### src/hdl/tx_pkg.sv
`default_nettype none

package tx_pkg;

    // bus and payload widths
    localparam int data_w = 32;
    localparam int isk_w  = 4;    // one K flag per byte
    localparam int addr_w = 8;

    // register offsets
    localparam logic [addr_w-1:0] reg_sr   = 8'h00;  // status, read only
    localparam logic [addr_w-1:0] reg_cr   = 8'h04;  // control
    localparam logic [addr_w-1:0] reg_cr_s = 8'h08;  // control bit set
    localparam logic [addr_w-1:0] reg_cr_c = 8'h0C;  // control bit clear
    localparam logic [addr_w-1:0] reg_data = 8'h14;  // payload word
    localparam logic [addr_w-1:0] reg_isk  = 8'h18;  // K flags of the word

    // status bits
    localparam int sr_empty_bit = 0;
    localparam int sr_full_bit  = 1;
    localparam int sr_ready_bit = 2;

    // control bits
    localparam int cr_start_bit = 0;

endpackage

`default_nettype wire

### src/hdl/tx_buffer_top.sv
`timescale 1ns/1ps
`default_nettype none

module tx_buffer_top #(
    parameter int fifo_depth = 16
) (
    input  logic                       app_clk,
    input  logic                       aresetn,

    // axi4-lite slave
    input  logic                       awvalid,
    output logic                       awready,
    input  logic [tx_pkg::addr_w-1:0]  awaddr,
    input  logic                       wvalid,
    output logic                       wready,
    input  logic [tx_pkg::data_w-1:0]  wdata,
    output logic                       bvalid,
    input  logic                       bready,
    output logic [1:0]                 bresp,
    input  logic                       arvalid,
    output logic                       arready,
    input  logic [tx_pkg::addr_w-1:0]  araddr,
    output logic                       rvalid,
    input  logic                       rready,
    output logic [tx_pkg::data_w-1:0]  rdata,
    output logic [1:0]                 rresp,

    // link
    input  logic                       tx_odd,
    output logic [7:0]                 tx_data,
    output logic                       tx_charisk
);

    logic                                    start;
    logic                                    ready;
    logic                                    done;
    logic                                    full;
    logic                                    empty;
    logic                                    wr_en;
    logic [tx_pkg::data_w+tx_pkg::isk_w-1:0] wr_data;
    logic                                    rd_en;
    logic [tx_pkg::data_w+tx_pkg::isk_w-1:0] rd_data;

    tx_mmr u_mmr (
        .app_clk (app_clk),
        .aresetn (aresetn),
        .awvalid (awvalid),
        .awready (awready),
        .awaddr  (awaddr),
        .wvalid  (wvalid),
        .wready  (wready),
        .wdata   (wdata),
        .bvalid  (bvalid),
        .bready  (bready),
        .bresp   (bresp),
        .arvalid (arvalid),
        .arready (arready),
        .araddr  (araddr),
        .rvalid  (rvalid),
        .rready  (rready),
        .rdata   (rdata),
        .rresp   (rresp),
        .start   (start),
        .ready   (ready),
        .done    (done),
        .full    (full),
        .empty   (empty),
        .wr_en   (wr_en),
        .wr_data (wr_data)
    );

    tx_fifo #(
        .depth (fifo_depth)
    ) u_fifo (
        .app_clk (app_clk),
        .aresetn (aresetn),
        .wr_en   (wr_en),
        .wr_data (wr_data),
        .rd_en   (rd_en),
        .rd_data (rd_data),
        .full    (full),
        .empty   (empty)
    );

    tx_serializer u_ser (
        .app_clk    (app_clk),
        .aresetn    (aresetn),
        .start      (start),
        .tx_odd     (tx_odd),
        .empty      (empty),
        .rd_en      (rd_en),
        .rd_data    (rd_data),
        .ready      (ready),
        .done       (done),
        .tx_data    (tx_data),
        .tx_charisk (tx_charisk)
    );

endmodule

`default_nettype wire

### src/hdl/tx_fifo.sv
`timescale 1ns/1ps
`default_nettype none

module tx_fifo #(
    parameter int depth = 16
) (
    input  logic                                    app_clk,
    input  logic                                    aresetn,
    input  logic                                    wr_en,
    input  logic [tx_pkg::data_w+tx_pkg::isk_w-1:0] wr_data,
    input  logic                                    rd_en,
    output logic [tx_pkg::data_w+tx_pkg::isk_w-1:0] rd_data,
    output logic                                    full,
    output logic                                    empty
);

    localparam int aw = $clog2(depth);
    localparam int ew = tx_pkg::data_w + tx_pkg::isk_w;   // word plus K flags

    logic [ew-1:0] mem [depth];
    logic [aw:0]   wr_ptr;   // extra msb tells wrap
    logic [aw:0]   rd_ptr;
    logic          do_wr;
    logic          do_rd;

    if ((depth & (depth - 1)) != 0 || depth < 2) begin : g_depth_check
        $error("tx_fifo depth must be a power of two");
    end

    assign empty = (wr_ptr == rd_ptr);
    assign full  = (wr_ptr[aw] != rd_ptr[aw]) && (wr_ptr[aw-1:0] == rd_ptr[aw-1:0]);

    assign do_wr = wr_en && !full;    // overflow ignored
    assign do_rd = rd_en && !empty;

    always_ff @(posedge app_clk) begin
        if (!aresetn) begin
            wr_ptr <= '0;
            rd_ptr <= '0;
        end else begin
            if (do_wr)
                wr_ptr <= wr_ptr + 1'b1;
            if (do_rd)
                rd_ptr <= rd_ptr + 1'b1;
        end
    end

    always_ff @(posedge app_clk) begin
        if (do_wr)
            mem[wr_ptr[aw-1:0]] <= wr_data;
    end

    // read port registered so data trails rd_en by one cycle
    always_ff @(posedge app_clk) begin
        if (do_rd)
            rd_data <= mem[rd_ptr[aw-1:0]];
    end

    // the serializer only pops when a word is waiting
    a_no_underflow: assert property (@(posedge app_clk) disable iff (!aresetn)
        rd_en |-> !empty);

endmodule

`default_nettype wire

### src/hdl/tx_mmr.sv
`timescale 1ns/1ps
`default_nettype none

module tx_mmr (
    input  logic                       app_clk,
    input  logic                       aresetn,

    // write address channel
    input  logic                       awvalid,
    output logic                       awready,
    input  logic [tx_pkg::addr_w-1:0]  awaddr,
    // write data channel
    input  logic                       wvalid,
    output logic                       wready,
    input  logic [tx_pkg::data_w-1:0]  wdata,
    // write response channel
    output logic                       bvalid,
    input  logic                       bready,
    output logic [1:0]                 bresp,
    // read address channel
    input  logic                       arvalid,
    output logic                       arready,
    input  logic [tx_pkg::addr_w-1:0]  araddr,
    // read data channel
    output logic                       rvalid,
    input  logic                       rready,
    output logic [tx_pkg::data_w-1:0]  rdata,
    output logic [1:0]                 rresp,

    // serializer side
    output logic                       start,
    input  logic                       ready,
    input  logic                       done,

    // fifo side
    input  logic                       full,
    input  logic                       empty,
    output logic                       wr_en,
    output logic [tx_pkg::data_w+tx_pkg::isk_w-1:0] wr_data
);

    // write channel state
    logic                      aw_held;
    logic                      w_held;
    logic [tx_pkg::addr_w-1:0] aw_addr;
    logic [tx_pkg::data_w-1:0] w_data;

    // read channel state
    logic                      ar_held;
    logic [tx_pkg::addr_w-1:0] ar_addr;

    // control register and payload staging
    logic                      cr_start;
    logic [tx_pkg::data_w-1:0] data_in;
    logic [tx_pkg::isk_w-1:0]  isk_in;
    logic                      data_upd;
    logic                      isk_upd;

    logic [tx_pkg::data_w-1:0] sr_word;
    logic [tx_pkg::data_w-1:0] cr_word;
    logic                      wr_fire;

    assign bresp   = 2'b00;   // always OKAY
    assign rresp   = 2'b00;
    assign start   = cr_start;
    assign wr_fire = bvalid && bready;

    always_comb begin
        sr_word = '0;
        sr_word[tx_pkg::sr_empty_bit] = empty;
        sr_word[tx_pkg::sr_full_bit]  = full;
        sr_word[tx_pkg::sr_ready_bit] = ready;
        cr_word = '0;
        cr_word[tx_pkg::cr_start_bit] = cr_start;
    end

    // push once both halves of the entry have been written
    assign wr_en   = data_upd && isk_upd;
    assign wr_data = {data_in, isk_in};

    // read channel
    always_ff @(posedge app_clk) begin
        if (!aresetn) begin
            arready <= 1'b0;
            ar_held <= 1'b0;
            rvalid  <= 1'b0;
        end else begin
            arready <= 1'b0;
            if (arvalid && !ar_held) begin
                ar_held <= 1'b1;
                arready <= 1'b1;
            end
            if (ar_held && !rvalid) begin
                rvalid <= 1'b1;
            end else if (rvalid && rready) begin
                rvalid  <= 1'b0;
                ar_held <= 1'b0;
            end
        end
    end

    always_ff @(posedge app_clk) begin
        if (arvalid && !ar_held)
            ar_addr <= araddr;
        if (ar_held && !rvalid) begin
            case (ar_addr)
                tx_pkg::reg_sr: rdata <= sr_word;
                tx_pkg::reg_cr: rdata <= cr_word;
                default:        rdata <= '0;   // unmapped or write only
            endcase
        end
    end

    // write channel
    always_ff @(posedge app_clk) begin
        if (!aresetn) begin
            awready <= 1'b0;
            wready  <= 1'b0;
            bvalid  <= 1'b0;
            aw_held <= 1'b0;
            w_held  <= 1'b0;
        end else begin
            awready <= 1'b0;
            wready  <= 1'b0;
            if (awvalid && !aw_held) begin
                aw_held <= 1'b1;
                awready <= 1'b1;
            end
            if (wvalid && !w_held) begin
                w_held <= 1'b1;
                wready <= 1'b1;
            end
            if (aw_held && w_held && !bvalid) begin
                bvalid <= 1'b1;
            end else if (wr_fire) begin
                bvalid  <= 1'b0;
                aw_held <= 1'b0;
                w_held  <= 1'b0;
            end
        end
    end

    always_ff @(posedge app_clk) begin
        if (awvalid && !aw_held)
            aw_addr <= awaddr;
        if (wvalid && !w_held)
            w_data <= wdata;
    end

    // register actions take effect on the response handshake
    always_ff @(posedge app_clk) begin
        if (!aresetn) begin
            cr_start <= 1'b0;
            data_upd <= 1'b0;
            isk_upd  <= 1'b0;
        end else begin
            if (wr_en) begin
                data_upd <= 1'b0;
                isk_upd  <= 1'b0;
            end
            if (wr_fire) begin
                case (aw_addr)
                    tx_pkg::reg_cr:   cr_start <= w_data[tx_pkg::cr_start_bit];
                    tx_pkg::reg_cr_s: cr_start <= cr_start | w_data[tx_pkg::cr_start_bit];
                    tx_pkg::reg_cr_c: cr_start <= cr_start & ~w_data[tx_pkg::cr_start_bit];
                    tx_pkg::reg_data: data_upd <= 1'b1;
                    tx_pkg::reg_isk:  isk_upd  <= 1'b1;
                    default: ;
                endcase
            end
            // start drops once the serializer finishes
            if (done)
                cr_start <= 1'b0;
        end
    end

    always_ff @(posedge app_clk) begin
        if (wr_fire && aw_addr == tx_pkg::reg_data)
            data_in <= w_data;
        if (wr_fire && aw_addr == tx_pkg::reg_isk)
            isk_in <= w_data[tx_pkg::isk_w-1:0];
    end

    // the push strobe lasts a single cycle
    a_push_strobe: assert property (@(posedge app_clk) disable iff (!aresetn)
        wr_en |=> !wr_en);

    // a response stays up until the master takes it
    a_bvalid_hold: assert property (@(posedge app_clk) disable iff (!aresetn)
        bvalid && !bready |=> bvalid);

endmodule

`default_nettype wire

### src/hdl/tx_serializer.sv
`timescale 1ns/1ps
`default_nettype none

module tx_serializer (
    input  logic                                    app_clk,
    input  logic                                    aresetn,
    input  logic                                    start,
    input  logic                                    tx_odd,
    input  logic                                    empty,
    output logic                                    rd_en,
    input  logic [tx_pkg::data_w+tx_pkg::isk_w-1:0] rd_data,
    output logic                                    ready,
    output logic                                    done,
    output logic [7:0]                              tx_data,
    output logic                                    tx_charisk
);

    typedef enum logic [1:0] {
        st_idle,
        st_even,
        st_odd
    } state_t;

    state_t     state;
    state_t     state_nx;
    logic [1:0] byte_cnt;
    logic [7:0] cur_byte;
    logic       cur_isk;

    // byte n of the word sits above the K flags
    assign cur_byte = rd_data[tx_pkg::isk_w + 8*byte_cnt +: 8];
    assign cur_isk  = rd_data[byte_cnt];

    assign tx_data    = (state == st_odd) ? cur_byte : 8'h00;
    assign tx_charisk = (state == st_odd) ? cur_isk : 1'b0;

    assign ready = (state == st_idle);
    assign rd_en = (state == st_even) && (byte_cnt == 2'd0);   // pop at word start

    always_comb begin
        state_nx = state;
        case (state)
            st_idle: begin
                // nothing to send keeps us idle even with start set
                if (start && tx_odd && !empty)
                    state_nx = st_even;
            end
            st_even: state_nx = st_odd;
            st_odd: begin
                if (byte_cnt == 2'd3 && empty)
                    state_nx = st_idle;
                else
                    state_nx = st_even;
            end
            default: state_nx = st_idle;
        endcase
    end

    always_ff @(posedge app_clk) begin
        if (!aresetn) begin
            state    <= st_idle;
            byte_cnt <= 2'd0;
            done     <= 1'b0;
        end else begin
            state <= state_nx;
            done  <= (state == st_odd) && (state_nx == st_idle);   // last byte out
            if (state == st_odd)
                byte_cnt <= byte_cnt + 2'd1;   // wraps to 0 after byte 3
        end
    end

    // bytes only go out on the odd link phase
    a_odd_phase: assert property (@(posedge app_clk) disable iff (!aresetn)
        state == st_odd |-> tx_odd);

endmodule

`default_nettype wire

### config.mk
export PLATFORM = sky130hd
export DESIGN_NAME = tx_buffer_top
export DESIGN_NICKNAME = d
export VERILOG_FILES = /design/src/hdl/tx_pkg.sv /design/src/hdl/tx_buffer_top.sv /design/src/hdl/tx_fifo.sv /design/src/hdl/tx_mmr.sv /design/src/hdl/tx_serializer.sv
export SDC_FILE = /design/constraint.sdc
export NUM_CORES = 1
export LEC_CHECK = 0
export BUFFER_PORTS_ARGS = -buffer_cell sky130_fd_sc_hd__buf_2
export CAP_MARGIN = 20
export CORE_ASPECT_RATIO = 1.4
export CORE_MARGIN = 3
export CORE_UTILIZATION = 35
export CTS_CLUSTER_DIAMETER = 40
export CTS_CLUSTER_SIZE = 24
export DETAILED_ROUTE_END_ITERATION = 8
export GPL_ROUTABILITY_DRIVEN = 0
export PLACE_DENSITY = 0.47
export SETUP_SLACK_MARGIN = 0.05
export SYNTH_ARGS = -nofsm -noshare
export SYNTH_HDL_FRONTEND = slang
export SYNTH_SLANG_ARGS = --single-unit
### constraint.sdc
create_clock -name app_clk -period 3.7 [get_ports app_clk]
set_input_delay 0.925 -clock app_clk [delete_from_list [all_inputs] [get_ports app_clk]]
set_output_delay 0.925 -clock app_clk [all_outputs]
set_load 0.02 [all_outputs]
# --- Word level (Yosys, flattened, before mapping) ---
# Memories as Yosys holds them, arrays and structs flattened. A register that Yosys moved wholly into a read port is not among the register bits.
# Cells that the tools add are included.
totals:
  elab_cells: 113
  mem_bits_rw: 576
  inputBits: 56
  reg_bits: 142
  n_memories: 1
op_classes:
  bitwise_logic: 4
  eq_ne: 12
  shift: 1
  addsub: 4
  order_cmp: 1
  reduce_logical: 35
  muxes: 33
memory_table:
  columns: ["memory", "words", "word_bits", "read_ports", "rd_ports_with_merged_regs", "wr", "line_no", "rtl"]
  rows:
  - ["u_fifo.mem", 16, 36, 1, 1, 1, "tx_fifo.sv:20", "logic [ew-1:0] mem [depth];"]
ops:
  columns: ["operator", "count"]
  rows:
  - ["$shiftx 36x33->8", 1]
  - ["$mux 1", 27]
  - ["$logic_and 1x1->1", 19]
  - ["$eq 8x3->1 const B", 2]
  - ["$eq 8x4->1 const B", 2]
  - ["$eq 8x5->1 const B", 2]
  - ["$add 5x1->5 const B", 2]
  - ["$logic_not 8->1", 1]
  - ["$mux 8", 1]
  - ["$logic_not 1->1", 7]
  - ["$lt 2x7->1 const B", 1]
  - ["$add 3x5->6 const A", 1]
  - ["$logic_not 2->1", 3]
  - ["$pmux 2 s3", 1]
  - ["$pmux 3 s2", 1]
  - ["$eq 5x5->1", 1]
  - ["$eq 2x2->1 const B", 2]
  - ["$eq 4x4->1", 1]
  - ["$reduce_bool 2->1", 2]
  - ["$pmux 1 s3", 1]
  - ["$reduce_bool 3->1", 1]
  - ["$add 2x1->2 const B", 1]
  - ["$bmux 1 s2", 1]
  - ["$eq 2x1->1 const B", 1]
  - ["other kinds (7)", 8]

# --- Depth between registers and ports, before layout ---
# Gate-level depths: netlist of the first run.
depth:
  word_depth: 7
  ltp_mapped: 7

# --- By module ---
# From an unflattened synthesis of the first run, not the netlist that was laid out.
hier_totals:
  hier_cells: 1174
  area_unflattened_um2: 27667.8
modules_own_cells:
  columns: ["module", "area_each_um2", "n_inst", "cells_each"]
  rows:
  - ["tx_fifo", 23745.3, 1, 938]
  - ["tx_mmr", 3423.3, 1, 181]
  - ["tx_serializer", 499.2, 1, 55]

# --- Worst setup path before layout of the first run ---
# Ideal clock, no wire load.
synth_timing:
  kind: "register to register"
  startpoint: "register u_ser.byte_cnt[0]"
  endpoint: "register u_fifo.rd_data[0] in the netlist's numbering (read register of u_fifo.mem) (enable)"
  setup_time_ps: 448
  n_path_buf: 1
  t_arrival_ps: 2782
  path_stages_with_launch: 6
  path_slack_ps: 470
  path_cell_list: "dfxtp_1 -> buf_2 -> inv_1 -> ha_1 -> nand3b_1 -> a21oi_1"
synth_between:
  elab_chain_len: 3
synth_lines:
  columns: ["element", "line_no", "rtl"]
  rows:
  - ["start, declared", "tx_serializer.sv:26", "logic [1:0] byte_cnt;"]
  - ["start signal, assigned", "tx_serializer.sv:68", "byte_cnt <= byte_cnt + 2'd1;"]
  - ["$logic_not 2->1", "tx_serializer.sv:38", "assign rd_en = (state == st_even) && (byte_cnt == 2'd0);"]
  - ["$logic_and 1x1->1", "tx_serializer.sv:38", null]
  - ["$logic_and 1x1->1", "tx_fifo.sv:34", "assign do_rd = rd_en && !empty;"]
  - ["named net u_fifo.do_rd", "tx_fifo.sv:24", "logic do_rd;"]
  - ["end, declared", "tx_fifo.sv:12", "output logic [tx_pkg::data_w+tx_pkg::isk_w-1:0] rd_data,"]
# The timed path passes the listed nets, and every way through them passes these cells.
# A chain may end at the register's enable or synchronous reset.

# --- Final worst setup path of the first run ---
layout_timing:
  startpoint: "register u_ser.byte_cnt[0]"
  endpoint: "output tx_data[6]"
layout_between:
  elab_chain_len: 3
layout_lines:
  columns: ["element", "line_no", "rtl"]
  rows:
  - ["$add 3x5->6", "tx_serializer.sv:31", "assign cur_byte = rd_data[tx_pkg::isk_w + 8*byte_cnt +: 8];"]
  - ["$shiftx 36x33->8", "tx_serializer.sv:31", null]
  - ["$mux 8", "tx_serializer.sv:34", "assign tx_data = (state == st_odd) ? cur_byte : 8'h00;"]
  - ["end, declared", "tx_buffer_top.sv:30", "output logic [7:0] tx_data,"]
# No other way between the ends.

==> metrics.md, run 1 <==
| Metric | Value |
|---|---|
| Fillcell total | slightly below 7,000 |
| Mapped Cells | between 1,000 and 1,500 |
| Lkg Pwr | ~10 nW |
| Worst path slowest cell | dfxtp_1 |
| Tot GR Track Use | about 16% |
| DRT iter0 DRCs | between 900 and 1,000 |
| Crit Path Category | flop to output pin |
| Syn_area_per_cell | around 22 sq um |
| Via count | approximately 13,000 |
| Synthesis-stage register bit count | ~730 |
| Final Hold Fails | 0 |
| Worst path required time | approximately 2.8 ns |
| Max Clk Rate | around 300 MHz |
| Fraction of layout instances using a drive strength above 1 | 30.6% |
| Vias in the first global route | about 14,000 |
| Die Height | 339 microns |
| Clk buf depth | 3 |
| Antenna Nets Post-Route | 0 |
| First-pass GRT wire length | 96.7 mm |
| Clock network fraction of total power | between 50 and 60% |
| CP max FO | 8 |
| Post-CTS setup buffer count | 0 |
| Net Sw Power | between 4 and 5 mW |
| Commonest non-fill, non-tap cells in the layout | edfxtp_1, mux4_2, clkbuf_16, buf_2, mux2i_1 |
| Most common cell after layout, fill and taps aside | edfxtp_1 |
| DRT Pass-1 Iters | 4 |
| Register-to-Register Setup Slack | roughly 1.1 ns |
| GRT Residual Overflow | 0 |
| Clk_lat worst skew | ~0.65 ns |
| Hold path cells | 1 |
| CP arrival | around 2.4 ns |
| Fin crit period | about 3.4 ns |
| Cts hold-fix bufs | 0 |
| Startpoint types | flop |
| Number of antenna violations at the first check in global routing | 2 |
| Pwr per Cell Area | ~580 mW/mm^2 |
| Post-DP HPWL | about 36 mm |
| HP Class | flop to flop |
| Bufs and invs on worst path | 2 |
| Sequential area share after synthesis | ~78% |
| Clock Sinks | ~730 |
| Die area | 0.0825 sq mm |
| Number of port buffers | 72 |
| FF-to-FF path depth | 6 |
| Final instance count without filler cells | approximately 2,600 |
| Worst setup EP type | output pin |
| # DRC | 0 |
| Status | completed |
| Antenna cells | 0 |
| Reg area | about 0.022 sq mm |
| Placed Instances | roughly 2,400 |
| Final #Nets | roughly 1,500 |
| Worst r2r dst | u_fifo.mem[3][6]$_DFFE_PP_ |
| Sequential Power Share | about 47% |
| Fin. max-slew vios | 0 |
| Layout area overhead | 19.1% |
| Internal Power | about 15 mW |
| Largest net degree at the start of global routing | approximately 150 |
| Slew @ Worst Pin | between 0.8 and 0.9 ns |
| Routed Wire Length | 66.3 mm |
| Yosys warns | 0 |
| Placement Rows | 121 |
| IO Count | approximately 110 |
| Synth cell types | 46 |
| Switch share | between 20% and 30% |
| Reg-to-Reg Start | u_fifo.rd_ptr[2]$_SDFFE_PN0P_ |
| Routed vias/inst | between 5 and 6 |
| Unrepaired setup endpoints after global routing | no |
| Die X | around 240 microns |
| Max-slew headroom | around two fifths |
| Hold EP | u_mmr.start$_SDFFE_PP0P_ |
| FFs w/ async S/R, synth | 0% |
| Final setup viols | 0 |
| Clock Skews | between 0.02 and 0.025 ns |
| Worst hold start | u_ser.done$_SDFF_PN0_ |
| Final worst-path cycle share | between 90% and 100% |
| Final Total Pwr | between 15 and 20 mW |
| Root Driver | clkbuf_16 |
| VDD IR max | 0.339 mV |
| Reg clk slew, reported paths | around 0.05 ns |
| Comb pwr share | under 10% |
| Core ar. | just under 0.08 sq mm |
| Setup TNS | 0 ns |
| Starting Density | 35.4% |
| Max Cap Viol | 0 |
| Post-cts sizing count | 0 |
| CP cell instances | buf_4 > mux4_2 > and3_1 > buf_2 |
| CTS tree | built |
| Multi-input gate area | between 0.005 and 0.006 sq mm |
| Synthesized area | around 0.028 sq mm |
| TritonCTS Buffers | between 90 and 100 |
| Post-DR wirelength/cell | 25.9 microns |
| Number of synthesized flops with an enable pin | between 600 and 700 |
| CP peak stage delay | around 0.6 ns |
| CP delay by family, top | flip-flops |
| Post-synth top flop | edfxtp_1 |
| H-Tree Level Count | 3 |
[power groups by stage]
stage	clock network, mW	logic [mW]	registers [mW]
global route	10.5	0.423	8.97
global placement	0	0.396	9.15
CTS	10.1	0.397	8.97
finish	9.87	0.388	8.97
detailed placement	0	0.395	9.15
floorplan	0	0.309	9.12
[area by class of cell]
cell class	instances	share of cell area (%)
well taps	1045	3.97
clock inverters	76	3.01
inverters	10	0.114
repair buffers	117	2.73
multi-input cells	477	17.2
clock buffers	107	7.70
flip-flops and latches	725	65.3
[synth_stat cells (all sizes together), types with 22 or more instances]
library cell    n  area [sq um]
mux2i          45           450
and3           25           156
a21oi          44           220
buf            67           509
clkbuf         31           118
nand2          22          82.6
mux4          153          3480
a211oi         37           278
edfxtp        699         21000
dfxtp          26           521
nor2b          44           275
[kinds of logic (layout without fill, tap and decap cells)]
kind of cell	after synthesis	after routing	synth area share [%]
multiplexers	199	199	14.2
adder cells (fa/ha/maj)	7	7	0.317
AND/OR/NAND/NOR	137	137	2.88
buffers and inverters	108	310	2.40
flip-flops	725	725	77.8
XOR/XNOR	7	7	0.222
other	1	33	0.0136
AO/OA/AOI/OAI	94	94	2.16
[metrics by stage]
stage | worst slack [ns] | cell area, sq um | utilization, % | hold slack [ns]
after floorplan | 0.470 | 27800 | - | 0.375
after CTS | 0.264 | 33000 | 42.2 | 0.391
after global placement | 1.02 | 29400 | 37.7 | 0.393
after global routing | 0.188 | 33000 | 42.2 | 0.410
final | 0.338 | 33000 | 42.2 | 0.394
after detailed placement | 0.980 | 29400 | 37.7 | 0.389
[worst max path at each step]
| stage | cells after the start | start | end |
|---|---|---|---|
| 5_1_grt | 4 | u_ser.byte_cnt[0]$_SDFFE_PN0N_ | tx_data[6] |
| 3_5_place_dp | 4 | u_ser.byte_cnt[0]$_SDFFE_PN0N_ | tx_data[6] |
| 2_1_floorplan | 5 | u_ser.byte_cnt[0]$_SDFFE_PN0N_ | u_fifo.rd_data[0]$_DFFE_PP_ |
| 4_1_cts | 4 | u_ser.byte_cnt[0]$_SDFFE_PN0N_ | tx_data[6] |
| 3_3_place_gp | 4 | u_ser.byte_cnt[0]$_SDFFE_PN0N_ | tx_data[4] |
| 6_report | 4 | u_ser.byte_cnt[0]$_SDFFE_PN0N_ | tx_data[6] |
[sequential cells by signal (all words and copies together) (netlist names), 2 cells and up]
name,cells
u_fifo.mem,576
u_fifo.rd_data,36
u_mmr.data_in,32
u_mmr.w_data,32
u_mmr.ar_addr,8
u_mmr.aw_addr,8
u_fifo.rd_ptr,5
u_fifo.wr_ptr,5
u_mmr.isk_in,4
u_mmr.rdata,3
u_ser.byte_cnt,2
u_ser.state,2
[layer usage]
metal	up-vias	GRT usage, %	wire length [microns]
met5	-	0	13
met4	2	5.51	1530
met3	94	2.57	2820
met2	342	27.3	33500
met1	6982	21.4	28400
li1	5562	-	-
(Power assumes the default switching activity.)
==> run 2, diff against run 1 <==
--- a/config.mk
+++ b/config.mk
@@ -14,8 +14,9 @@
 export CTS_CLUSTER_SIZE = 24
 export DETAILED_ROUTE_END_ITERATION = 8
 export GPL_ROUTABILITY_DRIVEN = 0
-export PLACE_DENSITY = 0.47
+export PLACE_DENSITY = 0.57
 export SETUP_SLACK_MARGIN = 0.05
+export SLEW_MARGIN = 20
 export SYNTH_ARGS = -nofsm -noshare
 export SYNTH_HDL_FRONTEND = slang
 export SYNTH_SLANG_ARGS = --single-unit
==> metrics.md, run 2 (synthesized netlist as in run 1, its figures left out) <==
| Metric | Value |
|---|---|
| Finished layout cell area | between 0.03 and 0.04 sq mm |
| Util after Layout | 41.3% |
| DRT iter0 DRCs | ~900 |
| Die X | around 240 microns |
| Worst path slowest cell | dfxtp_1 |
| Final Total Pwr | about 18 mW |
| Reg clk slew, reported paths | approximately 0.06 ns |
| Final Hold Fails | 0 |
| TritonCTS Buffers | 80 |
| Max Clk Rate | slightly below 300 MHz |
| Layout area overhead | 16.7% |
| Path length in cells of the critical path | 3 |
| CP cell instances | mux4_2 > and3_1 > buf_2 |
| # DRC | 0 |
| CTS tree | built |
| Fin. max-slew vios | 0 |
| Largest net degree at the start of global routing | 148 |
| Post-CTS setup buffer count | 0 |
| Slew @ Worst Pin | about 0.9 ns |
| Startpoint types | flop |
| Starting Density | 35.4% |
| H-Tree Level Count | 3 |
| VDD IR max | roughly 0.33 mV |
| Clk_lat worst skew | roughly 0.64 ns |
| Placement Rows | 121 |
| Commonest non-fill, non-tap cells in the layout | edfxtp_1, mux4_2, clkbuf_16, buf_2, mux2i_1 |
| Clk buf depth | 3 |
| Register-to-Register Setup Slack | 1.14 ns |
| Vias in the first global route | roughly 13,000 |
| Fin crit period | about 3.5 ns |
| Crit Path Category | flop to output pin |
| CP delay by family, top | flip-flops |
| Final #Nets | between 1,000 and 1,500 |
| Die Height | approximately 340 microns |
| Max Cap Viol | 0 |
| Final setup viols | 0 |
| Status | completed |
| CP arrival | about 2.5 ns |
| WHS | 0.395 ns |
| Number of antenna violations at the first check in global routing | 0 |
| Pwr per Cell Area | 550 mW/mm^2 |
| Cell Area, Placed | ~0.029 sq mm |
| FF-to-FF path depth | 6 |
| Bufs and invs on worst path | 1 |
| GRT Residual Overflow | 0 |
| Routed vias/inst | 5.03 |
| Antenna Nets Post-Route | 0 |
| Routed Wire Length | between 60 and 70 mm |
| Critical Path Source | u_ser.byte_cnt[0]$_SDFFE_PN0N_ |
| Clock Sinks | 725 |
| Worst r2r dst | u_fifo.mem[14][31]$_DFFE_PP_ |
| Worst setup EP type | output pin |
| CP endpoint | tx_data[6] |
| DRT Pass-1 Iters | 5 |
| Cts hold-fix bufs | 0 |
| First-pass GRT wire length | 89.2 mm |
| Clock Skews | ~0.031 ns |
| Post-cts sizing count | 0 |
| CP max FO | 11 |
| Reg-to-Reg Start | u_fifo.rd_ptr[0]$_SDFFE_PN0P_ |
| Max reg flops | about 580 |
| Post-DR wirelength/cell | about 24 microns |
| Max-slew headroom | 41.0% |
| Fillcell total | 6,871 |
| Most common cell after layout, fill and taps aside | edfxtp_1 |
| Lkg Pwr | 10.1 nW |
| Fraction of layout instances using a drive strength above 1 | between 20 and 30% |
| Number of port buffers | approximately 70 |
| Post-DP HPWL | around 33 mm |
| Root Driver | clkbuf_16 |
| HP Class | flop to flop |
| Via count | around 13,000 |
| Die area | 0.0825 sq mm |
| CP peak stage delay | around 0.86 ns |
| Tot GR Track Use | between 10% and 20% |
| Setup TNS | 0 ns |
| Unrepaired setup endpoints after global routing | no |
| Core ar. | 0.0781 sq mm |
| IO Count | 106 |
| Worst path required time | between 2 and 3 ns |
| Final worst-path cycle share | 93.4% |
==> run 2: changes by cell type in the layout (fill, tap and decap cells not counted), sizes merged <==
cell,before,now
clkbuf,107,84
buf,117,109
clkinv,35,30
clkinvlp,6,2
bufinv,11,8
diode,0,1
==> run 2: per-layer routing <==
metal | vias to the layer above | part of all wire, % | GRT usage (%)
li1 | 5491 | - | -
met1 | 6687 | 41 | 18.6
met2 | 359 | 51 | 25.4
met3 | 105 | 5.3 | 2.76
met4 | 0 | 3.0 | 5.36
met5 | - | 0 | 0
==> run 2: worst min-delay path by stage <==
stage                                startpoint                    endpoint  depth (start not counted)  slack, ns
after floorplan           u_ser.done$_SDFF_PN0_    u_mmr.start$_SDFFE_PP0P_                          1       0.38
after global placement    u_ser.done$_SDFF_PN0_    u_mmr.start$_SDFFE_PP0P_                          1       0.38
after detailed placement  u_ser.done$_SDFF_PN0_    u_mmr.start$_SDFFE_PP0P_                          1       0.39
after CTS                 u_ser.done$_SDFF_PN0_    u_mmr.start$_SDFFE_PP0P_                          1       0.40
after global routing                  araddr[0]  u_mmr.ar_addr[0]$_DFFE_PP_                          1       0.42
final                     u_ser.done$_SDFF_PN0_    u_mmr.start$_SDFFE_PP0P_                          1       0.39
==> run 2: area by class of cell <==
type / count / area (sq um) / area share [%]
well taps: 1045 / 1310 / 4.05
clock buffers: 84 / 2020 / 6.25
clock inverters: 64 / 888 / 2.75
inverters: 10 / 37.5 / 0.116
multi-input cells: 477 / 5660 / 17.5
repair buffers: 109 / 851 / 2.64
diodes: 1 / 2.50 / 0.00775
flip-flops and latches: 725 / 21500 / 66.7
==> run 2: through the flow <==
stage          worst slack (ns)  instances
4_1_cts                   0.204       2514
3_5_place_dp              0.915       2366
6_report                  0.246       2515
5_1_grt                   0.106       2514
2_1_floorplan             0.470       1310
3_3_place_gp              0.951       2366
==> run 2: worst register-to-register path: stages, from the launching register on <==
cell and delay (ns):
dfxtp_4 0.58, xor2_1 0.29, nor4_4 0.08, a21oi_1 0.15, buf_4 0.21, and3_2 0.61, buf_4 0.33
==> run 2: power by group <==
part | switching [mW] | internal [mW] | total (mW)
registers | 0.0364 | 8.93 | 8.96
logic | 0.221 | 0.172 | 0.393
clock network | 3.63 | 4.78 | 8.41
==> run 3, diff against run 2 <==
--- a/config.mk
+++ b/config.mk
@@ -15,8 +15,10 @@
 export DETAILED_ROUTE_END_ITERATION = 8
 export GPL_ROUTABILITY_DRIVEN = 0
 export PLACE_DENSITY = 0.57
+export REMOVE_ABC_BUFFERS = 1
 export SETUP_SLACK_MARGIN = 0.05
 export SLEW_MARGIN = 20
 export SYNTH_ARGS = -nofsm -noshare
 export SYNTH_HDL_FRONTEND = slang
+export SYNTH_HIERARCHICAL = 1
 export SYNTH_SLANG_ARGS = --single-unit
==> metrics.md, run 3 <==
| Metric | Value |
|---|---|
| Synthesized area | between 0.02 and 0.03 sq mm |
| Synth Area in Adders | less than 1% |
| IO Count | 106 |
| Lkg Pwr | 10.1 nW |
| GRT Residual Overflow | 0 |
| CP cell instances | nor2b_2 > nand2_4 > o22ai_1 > buf_2 |
| Max Clk Rate | just over 300 MHz |
| First-pass GRT wire length | a little under 90 mm |
| Startpoint types | flop |
| Most common cell after layout, fill and taps aside | edfxtp_1 |
| Layout area overhead | 16.7% |
| Fin. max-slew vios | 0 |
| Clk_lat worst skew | roughly 0.65 ns |
| Register-to-Register Setup Slack | roughly 0.77 ns |
| Placement Rows | ~120 |
| H-Tree Level Count | 3 |
| Tot GR Track Use | about 14% |
| Post-cts sizing count | 0 |
| Number of port buffers | between 70 and 80 |
| FFs w/ async S/R, synth | 0% |
| Pwr per Cell Area | between 500 and 600 mW/mm^2 |
| Final #Nets | around 1,400 |
| M3 GR Usage | between 2 and 2.5% |
| Root Driver | clkbuf_16 |
| Antenna Nets Post-Route | 0 |
| Post-DR wirelength/cell | between 20 and 25 microns |
| Reg-to-Reg Start | u_fifo/rd_ptr[4]$_SDFFE_PN0P_ |
| DRT Pass-1 Iters | 5 |
| XOR/XNOR share of the synthesized area | less than 1% |
| Met1 Track Usage GR | around 18% |
| HP Class | flop to flop |
| Via count | approximately 12,000 |
| Final worst-path cycle share | between 80% and 90% |
| Post-synth top flop | edfxtp_1 |
| Fraction of layout instances using a drive strength above 1 | between 20% and 30% |
| Post-DP HPWL | 29.8 mm |
| CP arrival | about 2.3 ns |
| Worst setup EP type | output pin |
| Vias in the first global route | 13,100 |
| Clock Sinks | about 730 |
| Yosys warns | 6 |
| Top-area cell type share of the netlist area | roughly three quarters |
| WHS | approximately 0.41 ns |
| Post-Synth Simple-Gate Area | 1.99% |
| # DRC | 0 |
| Largest net degree at the start of global routing | around 150 |
| Top Usage Layer GRT | met2 |
| Die Height | about 340 microns |
| CTS tree | built |
| CP max FO | 9 |
| CP peak stage delay | approximately 0.42 ns |
| Worst path required time | 2.77 ns |
| Antenna cells | 0 |
| TritonCTS Buffers | between 80 and 90 |
| Synthesis-stage register bit count | 725 |
| Reg clk slew, reported paths | about 0.06 ns |
| Number of synthesized flops with an enable pin | about 700 |
| Max Cap Viol | 0 |
| Final Total Pwr | around 18 mW |
| Max reg flops | ~580 |
| Post-CTS setup buffer count | 0 |
| Max-slew headroom | between 30% and 40% |
| Clk buf depth | 3 |
| Slew @ Worst Pin | ~1 ns |
| Top cell type by total area after synthesis | edfxtp_1 |
| Status | completed |
| Synth Area in Compound Gates | less than 1% |
| VDD IR max | between 0.3 and 0.4 mV |
| DRT iter0 DRCs | 873 |
| Largest family of logic cells by synthesized area | multiplexers |
| Synth top cells by count | edfxtp_1, mux4_2, mux4_1 |
| Final setup viols | 0 |
| Critical Path Source | u_ser/state[1]$_SDFF_PN0_ |
| Sequential area share after synthesis | between 70 and 80% |
| Die area | ~0.083 sq mm |
| Die X | around 240 microns |
| Clock Skews | ~0.04 ns |
| Routed Wire Length | 59.1 mm |
| Routed vias/inst | around 5 |
| Met2 usage | approximately 25% |
| Unrepaired setup endpoints after global routing | no |
| Mux share of post-synthesis cell area | 16.5% |
| Synth top area cells | edfxtp_1, mux4_2, mux4_1 |
| Cts hold-fix bufs | 0 |
| Number of antenna violations at the first check in global routing | 0 |
| Fin crit period | between 3 and 4 ns |
| Synth cell types | 54 |
| Worst path slowest cell | o22ai_1 |
| Syn_area_per_cell | ~24 sq um |
| Crit Path Category | flop to output pin |
| Final Hold Fails | 0 |
| Starting Density | a little over a third |
| Top-count cell post-synth | edfxtp_1 |
| Mapped Cells | between 1,000 and 1,500 |
| Commonest non-fill, non-tap cells in the layout | edfxtp_1, mux4_2, clkbuf_16, buf_2, mux4_1 |
| Core ar. | ~0.078 sq mm |
| Worst hold start | u_mmr/w_data[19]$_DFFE_PP_ |
[run 3: final timing paths]
kind                             endpoint  cells after the start
max reg2reg  u_fifo/mem[14][19]$_DFFE_PP_                      4
min reg2reg   u_mmr/data_in[19]$_DFFE_PP_                      0
max                            tx_data[7]                      4
min           u_mmr/data_in[19]$_DFFE_PP_                      0
[run 3: per-layer routing]
metal  wire, microns  vias up
met5               0        -
met4            1660        0
met3            2680       80
met2           31000      337
met1           23700     6479
li1                -     5227
[run 3: where the power goes]
group | leakage (nW) | switching (mW) | total, mW | internal (mW)
sequential | 6.52 | 0.0316 | 8.97 | 8.93
combinational | 2.11 | 0.181 | 0.302 | 0.121
clock | 1.44 | 3.74 | 8.63 | 4.89
total | 10.1 | 3.95 | 17.9 | 13.9
[run 3: per-stage QoR]
stage	TNS, ns	utilization [%]	cells	setup WS [ns]	area (sq um)
after floorplan	-2975.92	-	1119	-5.36	27200
after global placement	0	37.5	2268	0.872	29300
after detailed placement	0	37.5	2268	0.797	29300
after CTS	0	41.3	2424	0.338	32300
after global routing	0	41.3	2424	0.298	32300
final	0	41.3	2424	0.433	32300
[run 3: critical path: cells and delay by family (launching register included)]
kind	cells	cell delay, ns
compound gates	1	0.42
flops	1	0.38
simple gates	2	0.65
buf+inv	1	0.24
[run 3: cells by family (layout without fill, tap and decap cells)]
family | count (synthesis) | after routing
AOI/OAI and AO/OA | 35 | 35
DFF | 725 | 725
muxes | 207 | 207
adders and majority gates | 7 | 7
and+or+nand+nor | 95 | 95
xor gates and xnor gates | 7 | 7
other | 1 | 33
buffers and inverters | 97 | 270
[run 3: cell type report]
| type | instances | area [sq um] |
|---|---|---|
| fillers | 6802 | 45800 |
| flip-flops and latches | 725 | 21500 |
| multi-input cells | 384 | 5750 |
| clock buffers | 87 | 2130 |
| well taps | 1045 | 1310 |
| clock inverters | 69 | 848 |
| repair buffers | 104 | 676 |
| inverters | 10 | 37.5 |
